**src/rtl/panel_pkg.sv**
```systemverilog
/*
 * front panel package
 * widths, host opcodes and the structs shared by the indicator subsystem
 */

package panel_pkg;

  // register widths
  localparam int value_w  = 7;   // volume and track
  localparam int status_w = 3;   // control block status

  // display and leds
  localparam int sseg_w      = 7;
  localparam int stretch_len = 2;                  // led on-time in cycles
  localparam logic [sseg_w-1:0] sseg_blank = '1;   // active low, all segments off
  localparam int led_g_w     = 8;
  localparam int led_r_w     = 10;

  // host write opcodes
  typedef enum logic [1:0] {
    op_none   = 2'd0,
    op_volume = 2'd1,
    op_track  = 2'd2,
    op_status = 2'd3
  } panel_op_e;

  // one host write, qualified by wr_valid
  typedef struct packed {
    panel_op_e          op;
    logic [value_w-1:0] data;
  } panel_wr_t;

  // register block contents
  typedef struct packed {
    logic [value_w-1:0]  volume;
    logic [value_w-1:0]  track;    // floppy track number
    logic [status_w-1:0] status;
  } panel_state_t;

  // disk fifo activity strobes
  typedef struct packed {
    logic f_wr;   // floppy write
    logic f_rd;   // floppy read
    logic h_wr;   // harddisk write
    logic h_rd;   // harddisk read
  } activity_t;

endpackage
```
**src/rtl/panel_top.sv**
```systemverilog
/*
 * front panel top
 * host register block feeding the hex digits and leds
 */

`timescale 1ns/1ns

module panel_top (
  input  logic                          clk,
  input  logic                          rst,
  input  panel_pkg::panel_wr_t          wr,
  input  logic                          wr_valid,
  input  panel_pkg::activity_t          act,
  output logic [panel_pkg::sseg_w-1:0]  hex_0,
  output logic [panel_pkg::sseg_w-1:0]  hex_1,
  output logic [panel_pkg::sseg_w-1:0]  hex_2,
  output logic [panel_pkg::sseg_w-1:0]  hex_3,
  output logic [panel_pkg::led_g_w-1:0] led_g,
  output logic [panel_pkg::led_r_w-1:0] led_r
);

  panel_pkg::panel_state_t state;   // registered volume, track, status

  panel_regs u_regs (
    .clk      (clk),
    .rst      (rst),
    .wr       (wr),
    .wr_valid (wr_valid),
    .state    (state)
  );

  // hex lags a write by two edges, status leds by one
  indicators u_ind (
    .clk   (clk),
    .rst   (rst),
    .state (state),
    .act   (act),
    .hex_0 (hex_0),
    .hex_1 (hex_1),
    .hex_2 (hex_2),
    .hex_3 (hex_3),
    .led_g (led_g),
    .led_r (led_r)
  );

endmodule

```
**src/rtl/indicators.sv**
```systemverilog
/*
 * front panel indicators
 * hex digits for track and volume, stretched disk activity and status leds
 */

`timescale 1ns/1ns

module indicators (
  input  logic                          clk,
  input  logic                          rst,
  input  panel_pkg::panel_state_t       state,
  input  panel_pkg::activity_t          act,     // single cycle pulses
  output logic [panel_pkg::sseg_w-1:0]  hex_0,   // track low digit
  output logic [panel_pkg::sseg_w-1:0]  hex_1,   // track high digit
  output logic [panel_pkg::sseg_w-1:0]  hex_2,   // volume low digit
  output logic [panel_pkg::sseg_w-1:0]  hex_3,   // volume high digit
  output logic [panel_pkg::led_g_w-1:0] led_g,
  output logic [panel_pkg::led_r_w-1:0] led_r
);

  localparam int n_act = $bits(panel_pkg::activity_t);
  localparam int sl    = panel_pkg::stretch_len;

  logic [3:0] track_lo;
  logic [3:0] track_hi;
  logic [3:0] volume_lo;
  logic [3:0] volume_hi;

  logic [n_act-1:0]  act_bits;
  logic [sl-1:0]     stretch_q [n_act];
  logic [n_act-1:0]  lit_bits;
  panel_pkg::activity_t lit;

  // 7 bit values, so the high digit tops out at 7
  assign track_lo  = state.track[3:0];
  assign track_hi  = {1'b0, state.track[panel_pkg::value_w-1:4]};
  assign volume_lo = state.volume[3:0];
  assign volume_hi = {1'b0, state.volume[panel_pkg::value_w-1:4]};

  sseg_decode u_hex_0 (
    .clk  (clk),
    .rst  (rst),
    .num  (track_lo),
    .sseg (hex_0)
  );

  sseg_decode u_hex_1 (
    .clk  (clk),
    .rst  (rst),
    .num  (track_hi),
    .sseg (hex_1)
  );

  sseg_decode u_hex_2 (
    .clk  (clk),
    .rst  (rst),
    .num  (volume_lo),
    .sseg (hex_2)
  );

  sseg_decode u_hex_3 (
    .clk  (clk),
    .rst  (rst),
    .num  (volume_hi),
    .sseg (hex_3)
  );

  // activity stretch, a new pulse refills the shift register
  assign act_bits = act;

  always_ff @(posedge clk or posedge rst) begin
    if (rst) begin
      for (int i = 0; i < n_act; i++) begin
        stretch_q[i] <= '0;
      end
    end else begin
      for (int i = 0; i < n_act; i++) begin
        stretch_q[i] <= {stretch_q[i][sl-2:0], act_bits[i]};
      end
    end
  end

  always_comb begin
    for (int i = 0; i < n_act; i++) begin
      lit_bits[i] = |stretch_q[i];
    end
  end

  assign lit = lit_bits;

  // reads on green, writes on red
  assign led_g = {{(panel_pkg::led_g_w - 2){1'b0}}, lit.h_rd, lit.f_rd};
  assign led_r = {state.status,                                  // top red leds, unregistered
                  {(panel_pkg::led_r_w - panel_pkg::status_w - 2){1'b0}},
                  lit.h_wr, lit.f_wr};

endmodule

```
**src/rtl/panel_regs.sv**
```systemverilog
/*
 * panel control block
 * decodes strobed host writes into the volume, track and status registers
 */

`timescale 1ns/1ns

module panel_regs (
  input  logic                    clk,
  input  logic                    rst,
  input  panel_pkg::panel_wr_t    wr,
  input  logic                    wr_valid,   // single cycle, always accepted
  output panel_pkg::panel_state_t state
);

  panel_pkg::panel_state_t state_d;

  logic wr_volume;
  logic wr_track;
  logic wr_status;

  // one write enable per register
  always_comb begin
    wr_volume = 1'b0;
    wr_track  = 1'b0;
    wr_status = 1'b0;
    if (wr_valid) begin
      case (wr.op)
        panel_pkg::op_volume: wr_volume = 1'b1;
        panel_pkg::op_track:  wr_track  = 1'b1;
        panel_pkg::op_status: wr_status = 1'b1;
        default: ;                               // op_none
      endcase
    end
  end

  always_comb begin
    state_d = state;
    if (wr_volume) begin
      state_d.volume = wr.data;
    end
    if (wr_track) begin
      state_d.track = wr.data;
    end
    if (wr_status) begin
      state_d.status = wr.data[panel_pkg::status_w-1:0];   // upper data bits dropped
    end
  end

  always_ff @(posedge clk or posedge rst) begin
    if (rst) begin
      state <= '0;
    end else begin
      state <= state_d;
    end
  end

endmodule

```
**src/rtl/sseg_decode.sv**
```systemverilog
/*
 * seven segment decoder
 * hex digit to registered, active low segments (bit 0 is segment a)
 */

`timescale 1ns/1ns

module sseg_decode (
  input  logic                         clk,
  input  logic                         rst,
  input  logic [3:0]                   num,   // hex digit
  output logic [panel_pkg::sseg_w-1:0] sseg   // active low
);

  logic [panel_pkg::sseg_w-1:0] seg_on;   // active high, gfedcba

  always_comb begin
    case (num)
      4'h0:    seg_on = 7'h3f;
      4'h1:    seg_on = 7'h06;
      4'h2:    seg_on = 7'h5b;
      4'h3:    seg_on = 7'h4f;
      4'h4:    seg_on = 7'h66;
      4'h5:    seg_on = 7'h6d;
      4'h6:    seg_on = 7'h7d;
      4'h7:    seg_on = 7'h07;
      4'h8:    seg_on = 7'h7f;
      4'h9:    seg_on = 7'h6f;
      4'ha:    seg_on = 7'h77;
      4'hb:    seg_on = 7'h7c;   // lower case b
      4'hc:    seg_on = 7'h39;
      4'hd:    seg_on = 7'h5e;   // lower case d
      4'he:    seg_on = 7'h79;
      default: seg_on = 7'h71;   // f
    endcase
  end

  // board segments are driven low to light
  always_ff @(posedge clk or posedge rst) begin
    if (rst) begin
      sseg <= panel_pkg::sseg_blank;
    end else begin
      sseg <= ~seg_on;
    end
  end

endmodule

```
**config.mk**
```make
export PLATFORM = sky130hd
export DESIGN_NAME = panel_top
export DESIGN_NICKNAME = d
export VERILOG_FILES = /design/src/rtl/panel_pkg.sv /design/src/rtl/panel_top.sv /design/src/rtl/indicators.sv /design/src/rtl/panel_regs.sv /design/src/rtl/sseg_decode.sv
export SDC_FILE = /design/constraint.sdc
export NUM_CORES = 1
export LEC_CHECK = 0
export BUFFER_PORTS_ARGS = -buffer_cell sky130_fd_sc_hd__buf_2
export CAP_MARGIN = 25
export CORE_UTILIZATION = 50
export CTS_CLUSTER_DIAMETER = 30
export DETAILED_ROUTE_END_ITERATION = 10
export GPL_TIMING_DRIVEN = 0
export HOLD_SLACK_MARGIN = 0.05
export PLACE_DENSITY = 0.78
export RECOVER_POWER = 100
export SLEW_MARGIN = 15
export SYNTH_ARGS = -nofsm -noshare
export SYNTH_HDL_FRONTEND = slang
export SYNTH_SLANG_ARGS = --single-unit
export TNS_END_PERCENT = 50
```
**constraint.sdc**
```tcl
create_clock -name clk -period 3.2 [get_ports clk]
set_clock_uncertainty 0.1 [all_clocks]
set_input_delay 0.32 -clock clk [delete_from_list [all_inputs] [get_ports clk]]
set_output_delay 0.32 -clock clk [all_outputs]
set_load 0.005 [all_outputs]
```
* Word-level counts from Yosys, hierarchy flattened
Memory sizes are Yosys's and may differ from the RTL's.
Index checks and enable logic that the tools add are counted.
** Operators by class
- Bitwise gates (word level) :: 4
- Mux-type cells :: 6
- Equality and inequality tests :: 3
- Reductions and logical operators :: 4
** Operator list (count)
- $not 7->7 :: 4
- $reduce_or 2->1 :: 4
- $mux 1 :: 6
- $eq 2x2->1 const B :: 2
- $eq 2x1->1 const B :: 1
** Storage, ports and cells
- Input bits :: 16
- Register bits after elaboration :: 53
- Output and inout port bits :: 46
- Word-level logic and storage cells :: 32
- Memories :: 4
- Bits in read-only memories :: 448
** Memory list
- (name not given) :: words 16, width 7, read ports 1, clocked after memory_dff 0, wr ports 0, RTL line sseg_decode.sv:18 : case (num)
- (name not given) :: words 16, width 7, read ports 1, clocked after memory_dff 0, wr ports 0, RTL line sseg_decode.sv:18
- (name not given) :: words 16, width 7, read ports 1, clocked after memory_dff 0, wr ports 0, RTL line sseg_decode.sv:18
- (name not given) :: words 16, width 7, read ports 1, clocked after memory_dff 0, wr ports 0, RTL line sseg_decode.sv:18

* Longest topological paths before layout
Gate-level depths: netlist of run 1.
- Word-level depth :: 3
- Depth in mapped cells :: 5
- Depth with buffers taken out :: 5

* By module
From an unflattened synthesis of run 1, not the netlist that was laid out.
** Unflattened totals
- Cell total of the unflattened synthesis :: 222
- Area, all modules :: 2747.6 um^2
** By module, submodules not included
- sseg_decode :: cells each 39, sequential area each 183.9 um^2, times used 4, area each 440.4 um^2
- panel_regs :: cells each 38, sequential area each 425.4 um^2, times used 1, area each 648.1 um^2
- indicators :: cells each 28, sequential area each 200.2 um^2, times used 1, area each 337.8 um^2

* Worst setup path after synthesis of run 1
No wires, ideal clock.
- Path kind :: register to register
- Start point :: register, netlist name u_regs.state[10]
- End point :: register u_ind.u_hex_2.sseg[3] (netlist name)
- Data required time :: 3005 ps
- Setup slack :: 1749 ps
- Period minus slack after synthesis :: 1451 ps
- Library setup time :: 95 ps
- Data arrival time :: 1256 ps
- Buffers on the path :: 0
- Stages on the path, launching flop included :: 5
- Cells stage by stage :: dfrtp_1 inv_1 ha_1 inv_1 mux4_1
** On the way
- Cells in the longest elaborated chain, start to end :: 2
** Ends and longest elaborated chain
- $mem_v2 16x7
- $not 7->7 :: RTL line sseg_decode.sv:43 : sseg <= ~seg_on;
- end signal, assigned :: RTL line sseg_decode.sv:41 : sseg <= panel_pkg::sseg_blank;
- end signal, assigned :: RTL line sseg_decode.sv:43
- end, declared :: RTL line sseg_decode.sv:12 : output logic [panel_pkg::sseg_w-1:0] sseg
Every way passes these cells.
A chain may end at the register's enable or synchronous reset.

* Worst setup path after layout of run 1
- Start point :: register, netlist name u_regs.state[10]
- End point :: register u_ind.u_hex_2.sseg[3] (netlist name)
** On the way
- Cells in the longest elaborated chain, start to end :: 2
** Ends and longest elaborated chain (RTL line)
- $mem_v2 16x7
- $not 7->7 :: sseg_decode.sv:43
Every way passes these cells.

==> results of run 1 <==
[cell usage after synthesis (all sizes together)]
library cell  count  share of area [%]
a211oi            1               0.30
a21oi             2               0.40
a22o              2               0.70
a31o              1               0.35
a32o              2               0.80
and2              2               0.50
buf              17                5.2
conb              1               0.15
dfrtp            25                 25
dfstp            28                 30
ha               22                 11
inv              14                2.1
mux2             22                9.9
mux2i             6                2.4
mux4              2                2.0
nand2             8                1.2
nand2b            1               0.25
nand3             1               0.20
nand3b            2                1.6
nor2              5               0.85
nor2b             4                1.1
o211ai            1               0.30
o21ai             7                1.4
o2bb2ai           1               0.35
o31ai             1               0.30
o32ai             1               0.35
or2               4                1.0
or3               1               0.25
or3b              1               0.35
[critical path: stages, from the launching register on]
cell	delay [ns]
dfrtp_1	0.44
inv_1	0.12
ha_1	0.30
inv_1	0.05
mux4_1	0.49
[metal layers]
| metal | global-route usage [%] | up-vias |
|---|---|---|
| li1 | - | 741 |
| met1 | 18.5 | 680 |
| met2 | 27.5 | 47 |
| met3 | 3.31 | 6 |
| met4 | 7.84 | 0 |
| met5 | 0 | - |
[what timing repair did]
item                                   CTS  global route
buffers inserted                         0             0
setup endpoints to repair                0             0
endpoints found under the hold margin   17             0
hold buffers                             5             0
[report_power, final]
| part | leakage (nW) | internal (W) | switching [W] | total, W |
|---|---|---|---|---|
| Combinational | 0.815 | 0.000257 | 0.000231 | 0.000489 |
| Clock | 0.0452 | 0.000160 | 0.000222 | 0.000382 |
| Sequential | 0.587 | 0.000887 | 0.0000724 | 0.000960 |
[path summary, 6_finish.rpt]
kind                                    start               endpoint  slack, ns  cells after the start
setup / recovery             u_regs.state[10]  u_ind.u_hex_2.sseg[3]       1.61                      4
hold / removal                          wr[6]        u_regs.state[9]       0.15                      2
setup reg to reg             u_regs.state[10]  u_ind.u_hex_2.sseg[3]       1.61                      4
hold reg to reg            u_ind.stretch_q[0]     u_ind.stretch_q[1]       0.28                      0
max in group asynchronous                 rst  u_ind.u_hex_1.sseg[6]       1.65                      4
min in group asynchronous                 rst        u_regs.state[4]       0.65                      3
[through the flow]
step	area, µm²	instances	hold WS (ns)
after floorplan	2530	195	0.246
after global placement	2860	312	0.250
after detailed placement	2880	313	0.256
after CTS	3030	326	0.139
after global routing	2990	326	0.141
final	2990	326	0.147
[cell type report]
type                       count  area share (%)
buffer                        17            4.02
clock buffer                   5            2.30
clock inverter                 3           0.836
inverter                      14            1.76
multi-input combinational    111            32.6
sequential                    53            45.5
tap                           67            2.80
timing repair buffer          56            10.2
[state kept, by name (all words and copies together) (netlist names)]
name                cells
u_regs.state           17
u_ind.u_hex_1.sseg      7
u_ind.u_hex_3.sseg      7
u_ind.u_hex_2.sseg      7
u_ind.stretch_q         8
u_ind.u_hex_0.sseg      7
[cells by family after synthesis]
group / after synthesis / share of synthesized area [%]
adder cells (fa/ha/maj): 22 / 11.0
multiplexers: 30 / 14.3
AND/OR/NAND/NOR: 29 / 7.33
other: 1 / 0.150
AO/OA/AOI/OAI: 19 / 5.27
flip-flops: 53 / 54.6
buffers and inverters: 31 / 7.28
==> results.py, run 1 <==
metrics = {
    "outcome": {
        "status": "completed",
    },
    "logic_synthesis": {
        "avgSynthCellArea_um2": 13.5,
        "ys_seq_area_share_pct": 54.6,
        "ys_ff_latch": 53,
        "yosysUniqueCellTypes": 36,
        "synth_area_um2": 2490,
        "yosysWarnings": 0,
        "syn_inst": 185,
    },
    "detailed_routing": {
        "drt-met1-wl_um": 1660,
        "met2WireLength_um": 1860,
        "drc": 0,
        "first_pass_iters": 5,
        "drt_iter0_drc": 78,
        "ant_nets": 0,
        "post_drt_wl_per_cell_um": 11.5,
        "via_count": 1474,
        "vias_per_cell": 4.52,
        "met3WireLength_um": 167,
        "finalWirelength_um": 3750,
        "top_layer_used": "met4",
    },
    "place": {
        "io_buffers": 50,
        "routabilityCongestion": 0.795,
        "place_hpwl_um": 2740,
        "place_ws_ns": 1.63,
    },
    "die": {
        "start_util_pct": 52.4,
        "die_w_um": 72.6,
        "num_rows": 25,
        "core_um2": 4750,
        "die_y_um": 72.6,
        "io_pins": 62,
        "dieArea_um2": 5270,
    },
    "cells_and_area": {
        "utilization_pct": 62.9,
        "area_delta_synth_final_pct": 20.0,
        "antenna-diode-count": 0,
        "register_area_um2": 1360,
        "layout_common_cells": "buf_2 (38), dfstp_2 (28), dfrtp_1 (25), ha_1 (22), mux2_2 (21)",
        "fill_cells": 392,
        "multi_input_area_um2": 975,
        "nNetsFinal": 296,
        "layout-drive-gt1-share_pct": 46.3,
        "final_common_cell": "buf_2",
    },
    "cts": {
        "cts_max_level": 2,
        "post_cts_resized": 0,
        "cts_made_buffers": 5,
        "cts_tree": "yes",
        "clkTransAtPathRegs_ns": 0.10,
        "cts.sinks": 53,
        "insertion_delay_ns": 0.30,
        "cts_buffer_depth": 2,
        "cts-root-buf": "clkbuf_8",
    },
    "grt": {
        "grt_max_degree": 34,
        "grt_pass1_vias": 1484,
        "grt_first_pass_wirelength_um": 6430,
        "track_usage_pct": 15.8,
        "grt_antenna_before_repair": 0,
        "gr-total-overflow": 0,
    },
    "sta": {
        "fin_crit_ns": 1.59,
        "slew_violations": 0,
        "fin_tns_setup_ns": 0,
        "relSlewSlack_pct": 46.3,
        "grt_setup_unrepaired": "false",
        "hold_violations": 0,
        "setup_ws_ns": 1.61,
        "post-route-period-util_pct": 49.6,
        "max_freq_mhz": 630,
        "setup_viol_count_final": 0,
        "tightest_slew_ns": 0.805,
    },
    "pwr": {
        "total_power_w": 0.00183,
        "leakage_nw": 1.45,
        "powerDensity_nw_per_um2": 612,
        "ir_drop_v": 0.000304,
    },
    "worst_setup_path": {
        "path_class": "flip-flop to flip-flop",
        "arrival_ns": 1.71,
        "worstPathRequired_ns": 3.32,
        "end_kind": "flip-flop",
        "cp_max_fo": 6,
        "critPathLaunchType": "flip-flop",
    },
    "job": {
        "maxCapViolCount": 0,
    },
    "worst_hold_path": {
        "min_path_type": "input port to flip-flop",
    },
}
(Power assumes the default switching activity.)
==> run 2, diff against run 1 <==
==> constraint.sdc (replaced) <==
create_clock -name clk -period 1.7 [get_ports clk]
set_clock_uncertainty 0.1 [all_clocks]
set_input_delay 0.17 -clock clk [delete_from_list [all_inputs] [get_ports clk]]
set_output_delay 0.17 -clock clk [all_outputs]
set_load 0.005 [all_outputs]
==> run 2 against run 1 <==
Utilization is 1.3 points higher; clock power is 88% higher; clock-buffer cell count stayed put; critical path type unchanged; maximum frequency is 0.11% lower; combinational power is 90% higher; design area is 2.1% higher.
==> results.py, run 2 (synthesis gave the netlist of run 1 again) <==
metrics = {
    "worst_setup_path": {
        "end_kind": "flip-flop",
        "critPathLaunchType": "flip-flop",
        "worstPathRequired_ns": 1.82,
        "path_class": "flip-flop to flip-flop",
        "arrival_ns": 1.71,
        "cp_max_fo": 6,
    },
    "grt": {
        "grt_max_degree": 34,
        "track_usage_pct": 16.1,
        "grt_first_pass_wirelength_um": 6560,
        "grt_antenna_before_repair": 0,
        "gr-total-overflow": 0,
        "grt_pass1_vias": 1525,
    },
    "sta": {
        "grt_setup_unrepaired": "false",
        "tightest_slew_ns": 0.769,
        "slew_violations": 0,
        "hold_violations": 0,
        "setup_ws_ns": 0.111,
        "hold_ws_ns": 0.193,
        "max_freq_mhz": 629,
        "setup_viol_count_final": 0,
        "relSlewSlack_pct": 48.7,
        "fin_crit_ns": 1.59,
        "post-route-period-util_pct": 93.5,
        "fin_tns_setup_ns": 0,
    },
    "die": {
        "num_rows": 25,
        "dieArea_um2": 5270,
        "start_util_pct": 52.4,
        "die_y_um": 72.6,
        "io_pins": 62,
        "die_w_um": 72.6,
        "core_um2": 4750,
    },
    "place": {
        "io_buffers": 50,
        "place_hpwl_um": 2740,
        "post_dp_cell_area_um2": 2880,
        "place_ws_ns": 0.128,
        "routabilityCongestion": 0.795,
    },
    "detailed_routing": {
        "drt-met1-wl_um": 1700,
        "met3WireLength_um": 144,
        "via_count": 1497,
        "top_layer_used": "met4",
        "post_drt_wl_per_cell_um": 11.5,
        "first_pass_iters": 5,
        "vias_per_cell": 4.50,
        "drc": 0,
        "drt_iter0_drc": 48,
        "ant_nets": 0,
        "met2WireLength_um": 1920,
        "finalWirelength_um": 3830,
    },
    "job": {
        "maxCapViolCount": 0,
    },
    "cells_and_area": {
        "fin_area_um2": 3060,
        "utilization_pct": 64.3,
        "final_common_cell": "buf_2",
        "layout-drive-gt1-share_pct": 43.2,
        "top_regs": "u_regs.state: 17 flops, u_ind.stretch_q: 8 flops",
        "antenna-diode-count": 0,
        "nNetsFinal": 303,
        "regMostFlops": "u_regs.state",
        "area_delta_synth_final_pct": 22.6,
        "layout_common_cells": "buf_2 (33), dfstp_2 (28), dfrtp_1 (25), ha_1 (22), mux2_2 (21)",
        "largest_reg_flops": 17,
    },
    "cts": {
        "cts-root-buf": "clkbuf_8",
        "cts_buffer_depth": 2,
        "cts.sinks": 53,
        "insertion_delay_ns": 0.30,
        "cts_tree": "yes",
        "cts_setup_buffers": 0,
        "clkTransAtPathRegs_ns": 0.10,
        "cts_max_level": 2,
        "cts_made_buffers": 5,
    },
    "worst_hold_path": {
        "min_path_type": "input port to flip-flop",
    },
    "pwr": {
        "leakage_nw": 1.47,
        "powerDensity_nw_per_um2": 1130,
        "ir_drop_v": 0.000571,
    },
    "outcome": {
        "status": "completed",
    },
}
==> run 2: worst paths after layout <==
kind / startpoint / to / slack [ns] / cells after the start
max: u_regs.state[10] / u_ind.u_hex_2.sseg[3] / 0.11 / 4
min: wr[8] / u_regs.state[9] / 0.19 / 3
max reg2reg: u_regs.state[10] / u_ind.u_hex_2.sseg[3] / 0.11 / 4
min reg2reg: u_ind.stretch_q[0] / u_ind.stretch_q[1] / 0.28 / 0
max in group asynchronous: rst / u_ind.u_hex_1.sseg[1] / 0.23 / 4
min in group asynchronous: rst / u_regs.state[4] / 0.48 / 3
==> run 2: per-layer routing <==
| metal | vias to the layer above | track usage, % |
|---|---|---|
| met2 | 45 | 28.2 |
| met4 | 0 | 7.84 |
| li1 | 755 | - |
| met3 | 6 | 3.04 |
| met1 | 691 | 18.9 |
| met5 | - | 0 |
==> run 2: power breakdown <==
part | internal (W) | switching (W) | total [W]
registers | 0.00167 | 0.000137 | 0.00181
logic | 0.000489 | 0.000439 | 0.000928
clock network | 0.000301 | 0.000419 | 0.000720
==> run 2: worst max-delay path, stage by stage, from the launching register on <==
cell and delay, ns:
dfrtp_1 0.44, inv_1 0.12, ha_1 0.30, inv_1 0.05, mux4_1 0.49
==> run 2: stage by stage <==
stage | power [W] | cells
floorplan | 0.00243 | 195
global placement | 0.00275 | 312
detailed placement | 0.00278 | 313
CTS | 0.00354 | 333
global route | 0.00370 | 333
finish | 0.00346 | 333
==> run 2: timing repair <==
item | 4_1_cts | 5_1_grt
hold buffers | 12 | 0
resized for setup | 0 | 0
hold endpoints to repair | 34 | 0
==> run 2: final cells by class <==
cell class / count / area, µm²
plain buffers: 17 / 116
multi-input cells: 111 / 987
repair buffers: 63 / 360
flip-flops and latches: 53 / 1360
fillers: 388 / 1700
well taps: 67 / 83.8
clock buffers: 5 / 68.8
clock inverters: 3 / 25.0
inverters: 14 / 52.6
